$ cat src/rtl/xbar_defines.svh
`ifndef XBAR_DEFINES_SVH
`define XBAR_DEFINES_SVH

// crossbar size
`define XBAR_MST_NB   3
`define XBAR_SLV_NB   3

// channel widths
`define XBAR_ADDR_W   32
`define XBAR_DATA_W   32
`define XBAR_LID_W    2
`define XBAR_TAG_W    2

// beats minus one
`define XBAR_LEN_W    4

// slave k owns the window starting at k times the span
`define XBAR_SLV_SPAN 4096

`endif

$ cat src/rtl/xbar_pkg.sv
`include "xbar_defines.svh"

package xbar_pkg;

    // tag in the upper bits, local id below
    typedef struct packed {
        logic [`XBAR_TAG_W-1:0] tag;
        logic [`XBAR_LID_W-1:0] lid;
    } sid_fields_t;

    // slave-side id
    // the slave only echoes raw bits, the switch splits tag and local id
    typedef union packed {
        logic [`XBAR_TAG_W+`XBAR_LID_W-1:0] raw;
        sid_fields_t                         f;
    } sid_u;

    // master-side ar word
    typedef struct packed {
        logic [`XBAR_LID_W-1:0]  id;
        logic [`XBAR_ADDR_W-1:0] addr;
        logic [`XBAR_LEN_W-1:0]  len;
    } mst_ar_t;

    // slave-side ar word
    typedef struct packed {
        sid_u                    id;
        logic [`XBAR_ADDR_W-1:0] addr;
        logic [`XBAR_LEN_W-1:0]  len;
    } slv_ar_t;

    typedef struct packed {
        logic [`XBAR_LID_W-1:0]  id;
        logic [`XBAR_DATA_W-1:0] data;
        logic                    last;
    } mst_r_t;

    typedef struct packed {
        sid_u                    id;
        logic [`XBAR_DATA_W-1:0] data;
        logic                    last;
    } slv_r_t;

endpackage

$ cat src/rtl/xbar_skid_stage.sv
`timescale 1ns/1ps

module xbar_skid_stage #(
    parameter int DATA_W = 32
) (
    input  logic              i_rst,
    input  logic              aclk,
    input  logic              i_valid,
    output logic              o_ready,
    input  logic [DATA_W-1:0] i_data,
    output logic              o_valid,
    input  logic              i_ready,
    output logic [DATA_W-1:0] o_data
);

    logic              skid_valid;
    logic [DATA_W-1:0] skid_data;
    logic              in_xfer;
    logic              main_free;

    // ready comes straight from a flop
    assign o_ready   = ~skid_valid;
    assign in_xfer   = i_valid & o_ready;
    // main register empty or draining this cycle
    assign main_free = ~o_valid | i_ready;

    always_ff @(posedge aclk) begin
        if (i_rst) begin
            o_valid    <= 1'b0;
            skid_valid <= 1'b0;
        end else begin
            if (main_free) begin
                if (skid_valid) begin
                    o_valid    <= 1'b1;
                    skid_valid <= 1'b0;
                end else begin
                    o_valid <= in_xfer;
                end
            end else if (in_xfer) begin
                // output stalled, park the word in flight
                skid_valid <= 1'b1;
            end
        end
    end

    always_ff @(posedge aclk) begin
        if (main_free) begin
            if (skid_valid) begin
                o_data <= skid_data;
            end else if (in_xfer) begin
                o_data <= i_data;
            end
        end
        if (in_xfer && !main_free) begin
            skid_data <= i_data;
        end
    end

endmodule

$ cat src/rtl/xbar_mst_switch.sv
`timescale 1ns/1ps

`include "xbar_defines.svh"

module xbar_mst_switch (
    input  logic                                      aclk,
    input  logic                                      i_rst,
    // from master-side stage
    input  logic                                      i_arvalid,
    output logic                                      o_arready,
    input  xbar_pkg::mst_ar_t                         i_ar,
    // toward slave switches
    output logic [`XBAR_SLV_NB-1:0]                   o_slv_arvalid,
    input  logic [`XBAR_SLV_NB-1:0]                   i_slv_arready,
    output xbar_pkg::mst_ar_t                         o_ar,
    input  logic [`XBAR_SLV_NB-1:0]                   i_slv_rvalid,
    output logic [`XBAR_SLV_NB-1:0]                   o_slv_rready,
    input  xbar_pkg::slv_r_t [`XBAR_SLV_NB-1:0]       i_slv_r,
    // back to master-side stage
    output logic                                      o_rvalid,
    input  logic                                      i_rready,
    output xbar_pkg::mst_r_t                          o_r
);

    logic [`XBAR_ADDR_W-1:0] win;
    logic [`XBAR_SLV_NB-1:0] dec_oh;
    logic [`XBAR_SLV_NB-1:0] busy_oh;
    logic                    busy;
    xbar_pkg::slv_r_t        r_sel;

    //////////////////////////////////////////////////////////////////////
    // address decode
    //////////////////////////////////////////////////////////////////////

    assign win = i_ar.addr / `XBAR_SLV_SPAN;

    for (genvar k = 0; k < `XBAR_SLV_NB; k++) begin : g_dec
        assign dec_oh[k] = (win == `XBAR_ADDR_W'(k));
    end

    assign busy = |busy_oh;

    // one burst in flight, so hold off while busy
    assign o_slv_arvalid = (i_arvalid && !busy) ? dec_oh : '0;
    assign o_arready     = ~busy & (|(dec_oh & i_slv_arready));
    assign o_ar          = i_ar;

    // remember the target until the last beat is back
    always_ff @(posedge aclk) begin
        if (i_rst) begin
            busy_oh <= '0;
        end else if (i_arvalid && o_arready) begin
            busy_oh <= dec_oh;
        end else if (o_rvalid && i_rready && o_r.last) begin
            busy_oh <= '0;
        end
    end

    //////////////////////////////////////////////////////////////////////
    // read data gather
    //////////////////////////////////////////////////////////////////////

    always_comb begin
        r_sel = '0;
        for (int k = 0; k < `XBAR_SLV_NB; k++) begin
            if (busy_oh[k]) begin
                r_sel = i_slv_r[k];
            end
        end
    end

    assign o_rvalid     = |(i_slv_rvalid & busy_oh);
    assign o_slv_rready = busy_oh & {`XBAR_SLV_NB{i_rready}};

    // drop the tag on the way back
    assign o_r.id   = r_sel.id.f.lid;
    assign o_r.data = r_sel.data;
    assign o_r.last = r_sel.last;

endmodule

$ cat src/rtl/xbar_slv_switch.sv
`timescale 1ns/1ps

`include "xbar_defines.svh"

module xbar_slv_switch (
    input  logic                                      aclk,
    input  logic                                      i_rst,
    // from master switches
    input  logic [`XBAR_MST_NB-1:0]                   i_mst_arvalid,
    output logic [`XBAR_MST_NB-1:0]                   o_mst_arready,
    input  xbar_pkg::mst_ar_t [`XBAR_MST_NB-1:0]      i_mst_ar,
    // toward slave-side stage
    output logic                                      o_arvalid,
    input  logic                                      i_arready,
    output xbar_pkg::slv_ar_t                         o_ar,
    input  logic                                      i_rvalid,
    output logic                                      o_rready,
    input  xbar_pkg::slv_r_t                          i_r,
    // back to master switches
    output logic [`XBAR_MST_NB-1:0]                   o_mst_rvalid,
    input  logic [`XBAR_MST_NB-1:0]                   i_mst_rready,
    output xbar_pkg::slv_r_t                          o_r
);

    logic [`XBAR_MST_NB-1:0] rr_ptr;
    logic [`XBAR_MST_NB-1:0] rr_gnt;
    logic [`XBAR_MST_NB-1:0] lock_gnt;
    logic                    locked;
    logic [`XBAR_MST_NB-1:0] gnt;
    logic [`XBAR_TAG_W-1:0]  tag;
    xbar_pkg::mst_ar_t       ar_sel;
    logic [`XBAR_MST_NB-1:0] r_dst;

    //////////////////////////////////////////////////////////////////////
    // round-robin ar arbitration
    //////////////////////////////////////////////////////////////////////

    // first requester at or after the pointer
    always_comb begin
        int unsigned base;
        base   = 0;
        rr_gnt = '0;
        for (int k = 0; k < `XBAR_MST_NB; k++) begin
            if (rr_ptr[k]) begin
                base = k;
            end
        end
        for (int n = 0; n < `XBAR_MST_NB; n++) begin
            if (rr_gnt == '0 && i_mst_arvalid[(base + n) % `XBAR_MST_NB]) begin
                rr_gnt[(base + n) % `XBAR_MST_NB] = 1'b1;
            end
        end
    end

    // keep the winner while the slave stalls
    assign gnt = locked ? lock_gnt : rr_gnt;

    always_ff @(posedge aclk) begin
        if (i_rst) begin
            rr_ptr   <= `XBAR_MST_NB'(1);
            locked   <= 1'b0;
            lock_gnt <= '0;
        end else if (o_arvalid && i_arready) begin
            locked <= 1'b0;
            // step past the winner
            rr_ptr <= {gnt[`XBAR_MST_NB-2:0], gnt[`XBAR_MST_NB-1]};
        end else if (o_arvalid) begin
            locked   <= 1'b1;
            lock_gnt <= gnt;
        end
    end

    always_comb begin
        ar_sel = '0;
        tag    = '0;
        for (int k = 0; k < `XBAR_MST_NB; k++) begin
            if (gnt[k]) begin
                ar_sel = i_mst_ar[k];
                tag    = `XBAR_TAG_W'(k + 1);
            end
        end
    end

    assign o_arvalid     = |(gnt & i_mst_arvalid);
    assign o_mst_arready = gnt & {`XBAR_MST_NB{i_arready}};

    assign o_ar.id.f.tag = tag;
    assign o_ar.id.f.lid = ar_sel.id;
    assign o_ar.addr     = ar_sel.addr;
    assign o_ar.len      = ar_sel.len;

    //////////////////////////////////////////////////////////////////////
    // r return by tag
    //////////////////////////////////////////////////////////////////////

    for (genvar k = 0; k < `XBAR_MST_NB; k++) begin : g_rdst
        assign r_dst[k] = (i_r.id.f.tag == `XBAR_TAG_W'(k + 1));
    end

    assign o_mst_rvalid = r_dst & {`XBAR_MST_NB{i_rvalid}};
    assign o_rready     = |(r_dst & i_mst_rready);
    assign o_r          = i_r;

endmodule

$ cat src/rtl/axi_read_xbar_top.sv
`timescale 1ns/1ps

`include "xbar_defines.svh"

module axi_read_xbar_top (
    input  logic                                      aclk,
    input  logic                                      i_rst,
    // master ports
    input  logic [`XBAR_MST_NB-1:0]                   i_m_arvalid,
    output logic [`XBAR_MST_NB-1:0]                   o_m_arready,
    input  xbar_pkg::mst_ar_t [`XBAR_MST_NB-1:0]      i_m_ar,
    output logic [`XBAR_MST_NB-1:0]                   o_m_rvalid,
    input  logic [`XBAR_MST_NB-1:0]                   i_m_rready,
    output xbar_pkg::mst_r_t [`XBAR_MST_NB-1:0]       o_m_r,
    // slave ports
    output logic [`XBAR_SLV_NB-1:0]                   o_s_arvalid,
    input  logic [`XBAR_SLV_NB-1:0]                   i_s_arready,
    output xbar_pkg::slv_ar_t [`XBAR_SLV_NB-1:0]      o_s_ar,
    input  logic [`XBAR_SLV_NB-1:0]                   i_s_rvalid,
    output logic [`XBAR_SLV_NB-1:0]                   o_s_rready,
    input  xbar_pkg::slv_r_t [`XBAR_SLV_NB-1:0]       i_s_r
);

    // master switch view, [mst][slv]
    logic [`XBAR_MST_NB-1:0][`XBAR_SLV_NB-1:0] m_arvalid;
    logic [`XBAR_MST_NB-1:0][`XBAR_SLV_NB-1:0] m_arready;
    logic [`XBAR_MST_NB-1:0][`XBAR_SLV_NB-1:0] m_rvalid;
    logic [`XBAR_MST_NB-1:0][`XBAR_SLV_NB-1:0] m_rready;
    // slave switch view, [slv][mst]
    logic [`XBAR_SLV_NB-1:0][`XBAR_MST_NB-1:0] s_arvalid;
    logic [`XBAR_SLV_NB-1:0][`XBAR_MST_NB-1:0] s_arready;
    logic [`XBAR_SLV_NB-1:0][`XBAR_MST_NB-1:0] s_rvalid;
    logic [`XBAR_SLV_NB-1:0][`XBAR_MST_NB-1:0] s_rready;

    xbar_pkg::mst_ar_t [`XBAR_MST_NB-1:0]      sw_ar;
    xbar_pkg::slv_r_t  [`XBAR_SLV_NB-1:0]      sw_r;

    //////////////////////////////////////////////////////////////////////
    // crossbar transpose
    //////////////////////////////////////////////////////////////////////

    for (genvar m = 0; m < `XBAR_MST_NB; m++) begin : g_xm
        for (genvar s = 0; s < `XBAR_SLV_NB; s++) begin : g_xs
            assign s_arvalid[s][m] = m_arvalid[m][s];
            assign m_arready[m][s] = s_arready[s][m];
            assign m_rvalid[m][s]  = s_rvalid[s][m];
            assign s_rready[s][m]  = m_rready[m][s];
        end
    end

    //////////////////////////////////////////////////////////////////////
    // master side
    //////////////////////////////////////////////////////////////////////

    for (genvar m = 0; m < `XBAR_MST_NB; m++) begin : g_mst
        logic              pipe_arvalid;
        logic              pipe_arready;
        xbar_pkg::mst_ar_t pipe_ar;
        logic              pipe_rvalid;
        logic              pipe_rready;
        xbar_pkg::mst_r_t  pipe_r;

        xbar_skid_stage #(.DATA_W($bits(xbar_pkg::mst_ar_t))) u_ar_stage (
            .i_rst   (i_rst),
            .aclk    (aclk),
            .i_valid (i_m_arvalid[m]),
            .o_ready (o_m_arready[m]),
            .i_data  (i_m_ar[m]),
            .o_valid (pipe_arvalid),
            .i_ready (pipe_arready),
            .o_data  (pipe_ar)
        );

        xbar_skid_stage #(.DATA_W($bits(xbar_pkg::mst_r_t))) u_r_stage (
            .i_rst   (i_rst),
            .aclk    (aclk),
            .i_valid (pipe_rvalid),
            .o_ready (pipe_rready),
            .i_data  (pipe_r),
            .o_valid (o_m_rvalid[m]),
            .i_ready (i_m_rready[m]),
            .o_data  (o_m_r[m])
        );

        xbar_mst_switch u_mst_switch (
            .aclk          (aclk),
            .i_rst         (i_rst),
            .i_arvalid     (pipe_arvalid),
            .o_arready     (pipe_arready),
            .i_ar          (pipe_ar),
            .o_slv_arvalid (m_arvalid[m]),
            .i_slv_arready (m_arready[m]),
            .o_ar          (sw_ar[m]),
            .i_slv_rvalid  (m_rvalid[m]),
            .o_slv_rready  (m_rready[m]),
            .i_slv_r       (sw_r),
            .o_rvalid      (pipe_rvalid),
            .i_rready      (pipe_rready),
            .o_r           (pipe_r)
        );
    end

    //////////////////////////////////////////////////////////////////////
    // slave side
    //////////////////////////////////////////////////////////////////////

    for (genvar s = 0; s < `XBAR_SLV_NB; s++) begin : g_slv
        logic              pipe_arvalid;
        logic              pipe_arready;
        xbar_pkg::slv_ar_t pipe_ar;
        logic              pipe_rvalid;
        logic              pipe_rready;
        xbar_pkg::slv_r_t  pipe_r;

        xbar_slv_switch u_slv_switch (
            .aclk          (aclk),
            .i_rst         (i_rst),
            .i_mst_arvalid (s_arvalid[s]),
            .o_mst_arready (s_arready[s]),
            .i_mst_ar      (sw_ar),
            .o_arvalid     (pipe_arvalid),
            .i_arready     (pipe_arready),
            .o_ar          (pipe_ar),
            .i_rvalid      (pipe_rvalid),
            .o_rready      (pipe_rready),
            .i_r           (pipe_r),
            .o_mst_rvalid  (s_rvalid[s]),
            .i_mst_rready  (s_rready[s]),
            .o_r           (sw_r[s])
        );

        xbar_skid_stage #(.DATA_W($bits(xbar_pkg::slv_ar_t))) u_ar_stage (
            .i_rst   (i_rst),
            .aclk    (aclk),
            .i_valid (pipe_arvalid),
            .o_ready (pipe_arready),
            .i_data  (pipe_ar),
            .o_valid (o_s_arvalid[s]),
            .i_ready (i_s_arready[s]),
            .o_data  (o_s_ar[s])
        );

        xbar_skid_stage #(.DATA_W($bits(xbar_pkg::slv_r_t))) u_r_stage (
            .i_rst   (i_rst),
            .aclk    (aclk),
            .i_valid (i_s_rvalid[s]),
            .o_ready (o_s_rready[s]),
            .i_data  (i_s_r[s]),
            .o_valid (pipe_rvalid),
            .i_ready (pipe_rready),
            .o_data  (pipe_r)
        );
    end

endmodule

$ cat config.mk
export PLATFORM = sky130hd
export DESIGN_NAME = axi_read_xbar_top
export DESIGN_NICKNAME = d
export VERILOG_FILES = /design/src/rtl/xbar_pkg.sv /design/src/rtl/xbar_skid_stage.sv /design/src/rtl/xbar_mst_switch.sv /design/src/rtl/xbar_slv_switch.sv /design/src/rtl/axi_read_xbar_top.sv
export VERILOG_INCLUDE_DIRS = /design/src /design/src/rtl
export SDC_FILE = /design/constraint.sdc
export NUM_CORES = 1
export LEC_CHECK = 0
export ABC_AREA = 1
export BUFFER_PORTS_ARGS = -buffer_cell sky130_fd_sc_hd__buf_2
export CAP_MARGIN = 20
export CORE_MARGIN = 10
export CORE_UTILIZATION = 25
export DETAILED_ROUTE_END_ITERATION = 10
export PLACE_DENSITY_LB_ADDON = 0.2
export REMOVE_ABC_BUFFERS = 1
export SLEW_MARGIN = 40
export SYNTH_ARGS = -nofsm -noshare
export SYNTH_HDL_FRONTEND = slang
export SYNTH_SLANG_ARGS = --single-unit
$ cat constraint.sdc
create_clock -name aclk -period 4.4 [get_ports aclk]
set_clock_uncertainty 0.1 [all_clocks]
set_input_delay 0.88 -clock aclk [delete_from_list [all_inputs] [get_ports aclk]]
set_output_delay 0.88 -clock aclk [all_outputs]
set_load 0.02 [all_outputs]
==> impl_results.md, run 1 <==
* TritonCTS clock tree: done
* Reg2Reg Launch Point: g_mst[0].u_ar_stage.o_data[31]
* Largest net degree at the start of global routing at 79
* Fin crit share at 81.2%
* WP data required at 4.86 ns
* CP Buf/Inv Count at 1
* Int Power at 0.0158 W
* First-pass GRT wire length at 226,000 um
* CTS max path bufs at 3
* Placed Cells at 6,528
* Critical path depth at 16
* Minimum clock period at 3.57 ns
* Commonest non-fill, non-tap cell in the layout: nand2_1
* Clock group share of total power at 45.7%
* Largest stage delay on the critical path at 0.57 ns
* Outcome: finished, final reports clean
* Initial Util at 25.2%
* Vias/cell at 4.49
* Port Buffers at 475
* CP max-delay cell: buf_4
* Met3 Track Usage GR at 2.66%
* Worst setup path startpoint: g_mst[0].u_ar_stage.o_data[31]
* Vias in the first global route at 30,245
* GRT Overall Usage at 17.1%
* Psw at 0.00470 W
* Synth Instances at 4,000
* R2r endpoint: g_slv[0].u_ar_stage.o_data[17]
* Combinational fraction of design power at 3.8%
* Clock buffer count from CTS at 111
* Nets at 4,706
* Post-synthesis cell type count at 41
* Area of the core at 163,000 um2
* I/O pin count at 476
* FP Rows at 148
* R2R Setup Slk at 0.83 ns
* DRT Pass-1 Iters at 6
* DRT iter0 DRCs at 2,701
* CTS H-tree lvls at 3
* Initial antenna violation count at 41
* Met1 Use GR at 22.0%
* Yosys reg bits at 951
* Setup tns final at 0 ns
* Commonest cells after routing, fill and taps aside: nand2_1 (2,006), edfxtp_1 (900), buf_2 (475)
* CTS clock-pin slew for the worst setup and hold paths at 0.06 ns
* Post-CTS Setup Inserts at 0
* Global placement routability congestion at 0.835
* Worst IR Drop VDD at 0.325 mV
* Syn Area/Cell at 10.3 um2
* Die Area at 181,000 um2
* Max Cap Viol at 0
* Setup crit end: g_slv[0].u_ar_stage.o_data[17]
* Via count at 30,301
* Routed wire length at 159,000 um
* Final hold vios at 0
* Most used cell, CP: nand2_1
* Area grow syn2layout at 21.9%
* Die width at 426 um
* Sw Share at 23.0%
* Crit path capture type: flop
* Worst hold path class: in -> reg
* Slew @ Worst Pin at 0.832 ns
* RSZ-0062 raised after global routing: false
* Flop pwr share at 50.5%
* Fmax at 280 MHz
* Layout cells sized above 1 at 19.4%
* Worst Reg-to-Reg Cells at 16
* Hold Path Cell Cnt at 1
* Netlist Area Pre-Place at 41,100 um2
* Max Fanout on Critical Path at 42
* PwrDens at 409 nW/um2
* P_leak at 20.4 nW
* # DRC at 0
* Grt ovf at 0
* Slew Limit Headroom at 44.0%
* Non-Filler Instances at 6,742
* Setup violators final at 0
* Synth Warn # at 0
* Register area share after synthesis at 68.2%
* Top delay family on crit path: simple AND/OR/NAND/NOR gates
* Chip height at 426 um
* CTS hold repair buffers at 0
* Placed inst area at 46,400 um2
* Startpoint types: flop
* Fill count at 16,895
* Post-DR wirelength/cell at 23.6 um
* Final Cell Area at 50,100 um2
* Antenna Nets Post-Route at 0
* Met2 usage in global routing at 29.0%
* CP Data Arrival Time at 4.03 ns
* CP Class: reg -> reg
* Clock Root Buffer: clkbuf_16
* HPWL Detailed at 108,000 um
* Post_cts resized at 0
* Critical Path, Cell by Cell: nor2_1 -> nand2_1 -> nor2_4 -> nand4_1 -> nand2_1 -> nand2_1 -> a21oi_2 -> nand4_1 -> a21boi_4 -> buf_4 -> nand2_1 -> nand2_1 -> nand2_1 -> nand2_1 -> nand2_1 -> nand2_1
* Busiest grt layer: met2
* Slew Limit Fails at 0
* Clock latency at the later pin of the worst-skew pair at 0.75 ns
* Clock sinks at 951
cell families (layout without fill, tap and decap cells):
| family | after synthesis | in the layout | share of synthesized area, % |
|---|---|---|---|
| DFF | 951 | 951 | 68.2 |
| buffers and inverters | 400 | 957 | 4.11 |
| other | 0 | 10 | 0 |
| AOI/OAI and AO/OA | 316 | 316 | 5.27 |
| and+or+nand+nor | 2333 | 2333 | 22.4 |
Yosys cell counts (all sizes together):
library cell	instances	area share, %
nor3	23	0.32
nor2	168	1.8
a41oi	1	0.021
a21boi	2	0.091
a221oi	105	2.2
clkinv	5	0.046
nor4	4	0.061
dfxtp	51	2.5
o221ai	2	0.043
o21ai	22	0.27
nand4	27	0.51
a21oi	183	2.6
inv	184	1.7
a311oi	1	0.021
edfxtp	900	66
nand3b	6	0.11
clkbuf	144	1.3
nor3b	1	0.018
nand3	78	1.0
nand2	2013	18
and2	1	0.015
buf	67	1.1
or2	11	0.17
and3	1	0.015
worst register-to-register path, cell delays in order (launching register included):
cell and delay (ns):
edfxtp_1 0.45, nor2_1 0.19, nand2_1 0.13, nor2_4 0.23, nand4_1 0.28, nand2_1 0.13
nand2_1 0.08, a21oi_2 0.14, nand4_1 0.19, a21boi_4 0.25, buf_4 0.57, nand2_1 0.18
nand2_1 0.10, nand2_1 0.05, nand2_1 0.16, nand2_1 0.07, nand2_1 0.08
registers in the layout, summed over array words and instances (netlist names), 6 cells and up:
name and flops:
g_mst.u_mst_switch.busy_oh 9, g_slv.u_slv_switch.lock_gnt 9, g_mst.u_r_stage.o_data 105, g_slv.u_r_stage.skid_data 111, g_slv.u_ar_stage.skid_data 120, g_mst.u_r_stage.skid_data 105, g_mst.u_ar_stage.o_data 114, g_mst.u_ar_stage.skid_data 114
g_slv.u_slv_switch.rr_ptr 6, g_slv.u_ar_stage.o_data 120, g_slv.u_r_stage.o_data 111
per-stage QoR:
step	util, %	setup WS [ns]	hold WS, ns	power [W]
2_1_floorplan	-	-1.22	0.334	0.0108
6_report	30.7	0.828	0.218	0.0205
5_1_grt	30.7	0.536	0.175	0.0212
4_1_cts	30.7	0.804	0.145	0.0207
3_5_place_dp	28.5	0.857	0.360	0.0113
3_3_place_gp	28.4	0.859	0.347	0.0113
power by group through the flow:
| stage | clock [W] | combinational [W] | sequential, W |
|---|---|---|---|
| after floorplan | 0 | 0.000300 | 0.0105 |
| after global placement | 0 | 0.000778 | 0.0105 |
| after detailed placement | 0 | 0.000796 | 0.0105 |
| after CTS | 0.00960 | 0.000799 | 0.0103 |
| after global routing | 0.00995 | 0.000865 | 0.0104 |
| final | 0.00935 | 0.000785 | 0.0103 |
routing by layer:
| metal | share of wire (%) | vias to the layer above |
|---|---|---|
| met3 | 5.8 | 276 |
| met2 | 48 | 1120 |
| li1 | - | 14329 |
| met4 | 3.6 | 4 |
| met1 | 42 | 14572 |
| met5 | 0.017 | - |
worst min-delay path by stage:
stage / start / endpoint / slack (ns)
after floorplan: g_slv[0].u_slv_switch.lock_gnt[0] / g_slv[0].u_slv_switch.lock_gnt[0] / 0.33
after global placement: g_slv[0].u_slv_switch.lock_gnt[0] / g_slv[0].u_slv_switch.lock_gnt[0] / 0.35
after detailed placement: g_slv[0].u_slv_switch.lock_gnt[0] / g_slv[0].u_slv_switch.lock_gnt[0] / 0.36
after CTS: i_s_r[87] / g_slv[2].u_r_stage.skid_data[13] / 0.15
after global routing: i_s_r[87] / g_slv[2].u_r_stage.skid_data[13] / 0.18
final: i_s_r[95] / g_slv[2].u_r_stage.skid_data[21] / 0.22
cell type report:
class | count | area, um2 | area share, %
clock buffer | 137 | 2940 | 5.86
tap | 2175 | 2720 | 5.43
sequential | 951 | 28100 | 56.0
clock inverter | 66 | 712 | 1.42
timing repair buffer | 565 | 3320 | 6.63
multi-input combinational | 2649 | 11600 | 23.2
inverter | 189 | 712 | 1.42
antenna | 10 | 25.0 | 0.0499
No activity file was read; power rests on OpenSTA's default activity.
==> run 2, diff against run 1 <==
==> constraint.sdc (replaced) <==
create_clock -name aclk -period 2.96 [get_ports aclk]
set_clock_uncertainty 0.1 [all_clocks]
set_input_delay 0.592 -clock aclk [delete_from_list [all_inputs] [get_ports aclk]]
set_output_delay 0.592 -clock aclk [all_outputs]
set_load 0.02 [all_outputs]
==> run 2 against run 1 <==
Compared with the run above: the run now ends with negative setup slack left; clock-buffer cell count fell by 2; fmax rose by 13%; die area did not move; core utilization rose by 3.3 points; sequential power rose by 49%; non-clock buffer count rose by 436; sequential cell count did not move; power rose by 50%; cell count rose by 6.5%; combinational power rose by 110%; clock power rose by 47%; largest cell class unchanged; largest power group unchanged.
==> impl_results.md, run 2 (synthesis results as in run 1) <==
* Outcome: finished, violations left
* Failing checks: negative setup slack
* PnR worst setup slack at -0.201 ns (-1.03 ns)
* Critical Path, Cell by Cell: nor2_2 -> nand2_2 -> nor2_4 -> nand4_1 -> nand2_1 -> nand2_1 -> a21oi_2 -> nand4_1 -> buf_4 -> a21boi_4 -> nor2_4 -> buf_6 -> clkbuf_16 -> nand2_1 -> nand2_1 -> nand2_1 -> nand2_2 -> nand2_1 -> nand2_1
* FP Rows at 148 (unchanged)
* Most used cell, CP: nand2_1
* Top delay family on crit path: simple AND/OR/NAND/NOR gates
* Final hold vios at 0 (unchanged)
* DRT iter0 DRCs at 2,637 (-2.4%)
* PwrDens at 553 nW/um2 (+35%)
* Grt ovf at 0 (unchanged)
* Nets at 5,140 (+9.2%)
* Post-DR wirelength/cell at 23.2 um (-1.9%)
* Non-Filler Instances at 7,180 (+6.5%)
* Worst hold path class: in -> reg
* Vias/cell at 4.50 (+0.19%)
* Reg2Reg Launch Point: g_mst[0].u_ar_stage.o_data[24]
* Commonest non-fill, non-tap cell in the layout: nand2_1
* Clock buffer count from CTS at 109 (-1.8%)
* Critical path depth at 19 (+3)
* Minimum clock period at 3.16 ns (-0.410 ns)
* R2r endpoint: g_slv[0].u_ar_stage.o_data[35]
* Clock latency at the later pin of the worst-skew pair at 0.74 ns (about the same)
* Die Area at 181,000 um2 (unchanged)
* R2R Setup Slk at -0.20 ns (-1.03 ns)
* Tot Pwr at 0.0307 W (+50%)
* Slew @ Worst Pin at 0.808 ns (-0.0248 ns)
* I/O pin count at 476 (unchanged)
* Worst Reg-to-Reg Cells at 19 (+3)
* Crit path capture type: flop
* Global placement routability congestion at 0.849 (+1.8%)
* CTS clock-pin slew for the worst setup and hold paths at 0.06 ns (about the same)
* Die width at 426 um (unchanged)
* Largest stage delay on the critical path at 0.47 ns (-0.10 ns)
* Fin crit share at 107% (+26 points)
* CP Data Arrival Time at 3.53 ns (-0.50 ns)
* Regs by FF count: g_slv.u_ar_stage.o_data (120), g_slv.u_ar_stage.skid_data (120)
* Placed Cells at 6,668 (+2.1%)
* Final Cell Area at 55,500 um2 (+11%)
* CTS H-tree lvls at 3 (unchanged)
* Antenna Nets Post-Route at 0 (unchanged)
* Chip height at 426 um (unchanged)
* Max Fanout on Critical Path at 6 (-86%)
* Setup violators final at 568 (+568)
* GRT Overall Usage at 17.5% (+0.44 points)
* Area of the core at 163,000 um2 (unchanged)
* Worst setup path startpoint: g_mst[0].u_ar_stage.o_data[24]
* Clock Root Buffer: clkbuf_16
* Commonest cells after routing, fill and taps aside: nand2_1 (1,863), edfxtp_1 (900), buf_2 (475)
* CP Class: reg -> reg
* Slew Limit Headroom at 46.0% (+2.0 points)
* CP max-delay cell: edfxtp_1
* CTS max path bufs at 3 (unchanged)
* Routed wire length at 167,000 um (+4.5%)
* Max Cap Viol at 0 (unchanged)
* Initial Util at 25.2% (unchanged)
* Initial antenna violation count at 30 (-27%)
* P_leak at 22.9 nW (+12%)
* WP data required at 3.33 ns (-1.53 ns)
* Fmax at 316 MHz (+13%)
* Placed inst area at 47,800 um2 (+3.1%)
* Startpoint types: flop
* TritonCTS clock tree: done
* Worst IR Drop VDD at 0.441 mV (+36%)
* Clock sinks at 951 (unchanged)
* CP Buf/Inv Count at 3 (+2)
* Vias in the first global route at 31,893 (+5.4%)
* # DRC at 0 (unchanged)
* Via count at 32,331 (+6.7%)
* Largest net degree at the start of global routing at 73 (-7.6%)
* HPWL Detailed at 110,000 um (+2.1%)
* RSZ-0062 raised after global routing: true
* Area grow syn2layout at 34.9%
* Setup crit end: g_slv[0].u_ar_stage.o_data[35]
* Slew Limit Fails at 0 (unchanged)
* DRT Pass-1 Iters at 5 (-1)
* First-pass GRT wire length at 233,000 um (+3.0%)
* Port Buffers at 475 (unchanged)
* Layout cells sized above 1 at 25.4% (+6.0 points)
* Dpl ws at -0.238 ns (-1.09 ns)
* Hold WS at 0.0499 ns (-0.168 ns)
-- run 2: cell types whose count changed in the layout (fill, tap and decap cells not counted), sizes merged --
cell         previous run  this run
inv                   192       190
clkbuf                138       143
buf                   564       771
dlygate4sd3             0       220
clkinv                 50        56
bufbuf                  0         2
-- run 2: stage by stage --
step | setup TNS (ns) | utilization, %
detailed placement | -87.13 | 29.3
global placement | -103.11 | 29.3
floorplan | -1656.50 | -
CTS | -23.86 | 33.5
finish | -37.23 | 34.0
global route | -172.81 | 34.0
-- run 2: area by class of cell --
cell class / instances / area [um2]
Tap cell: 2175 / 2720
Inverter: 189 / 713
Clock buffer: 135 / 2860
Timing Repair Buffer: 1001 / 8140
Sequential cell: 951 / 28100
Multi-Input combinational cell: 2649 / 12200
Fill cell: 16365 / 108000
Antenna cell: 10 / 25.0
Clock inverter: 70 / 727
-- run 2: metal layers --
metal	part of all wire (%)	GRT usage [%]
met5	0	0
met4	2.8	4.93
met3	6.2	3.00
met2	49	30.2
met1	42	22.5
-- run 2: worst min path at each step --
stage | start | end | slack [ns] | cells past startpoint
floorplan | g_slv[0].u_slv_switch.lock_gnt[0] | g_slv[0].u_slv_switch.lock_gnt[0] | 0.33 | 2
global placement | g_slv[2].u_slv_switch.lock_gnt[0] | g_slv[2].u_slv_switch.lock_gnt[0] | 0.35 | 2
detailed placement | g_slv[0].u_slv_switch.lock_gnt[0] | g_slv[0].u_slv_switch.lock_gnt[0] | 0.36 | 2
CTS | i_m_ar[51] | g_mst[1].u_ar_stage.skid_data[13] | 0.0002 | 1
global route | i_m_ar[89] | g_mst[2].u_ar_stage.skid_data[13] | 0.008 | 1
finish | i_m_ar[9] | g_mst[0].u_ar_stage.skid_data[9] | 0.05 | 1
-- run 2: power breakdown --
group          internal (W)  total (W)  switching (W)
sequential           0.0151     0.0153       0.000240
combinational      0.000662    0.00166       0.000997
clock               0.00784     0.0137        0.00583
total                0.0236     0.0307        0.00707
-- run 2: worst reg2reg max path, delay by kind of cell, from the launching register on --
kind,cells,cell delay (ns)
compound gates,2,0.34
buf+inv,3,0.52
flops,1,0.47
simple gates,14,1.46
-- run 2: timing repair --
item	4_1_cts	5_1_grt
cloned	12	9
hold buffers	220	0
endpoints found under the setup margin	652	727
resized for setup	80	170
endpoints found under the hold margin	261	0
pin swaps	33	89
setup buffers	37	20
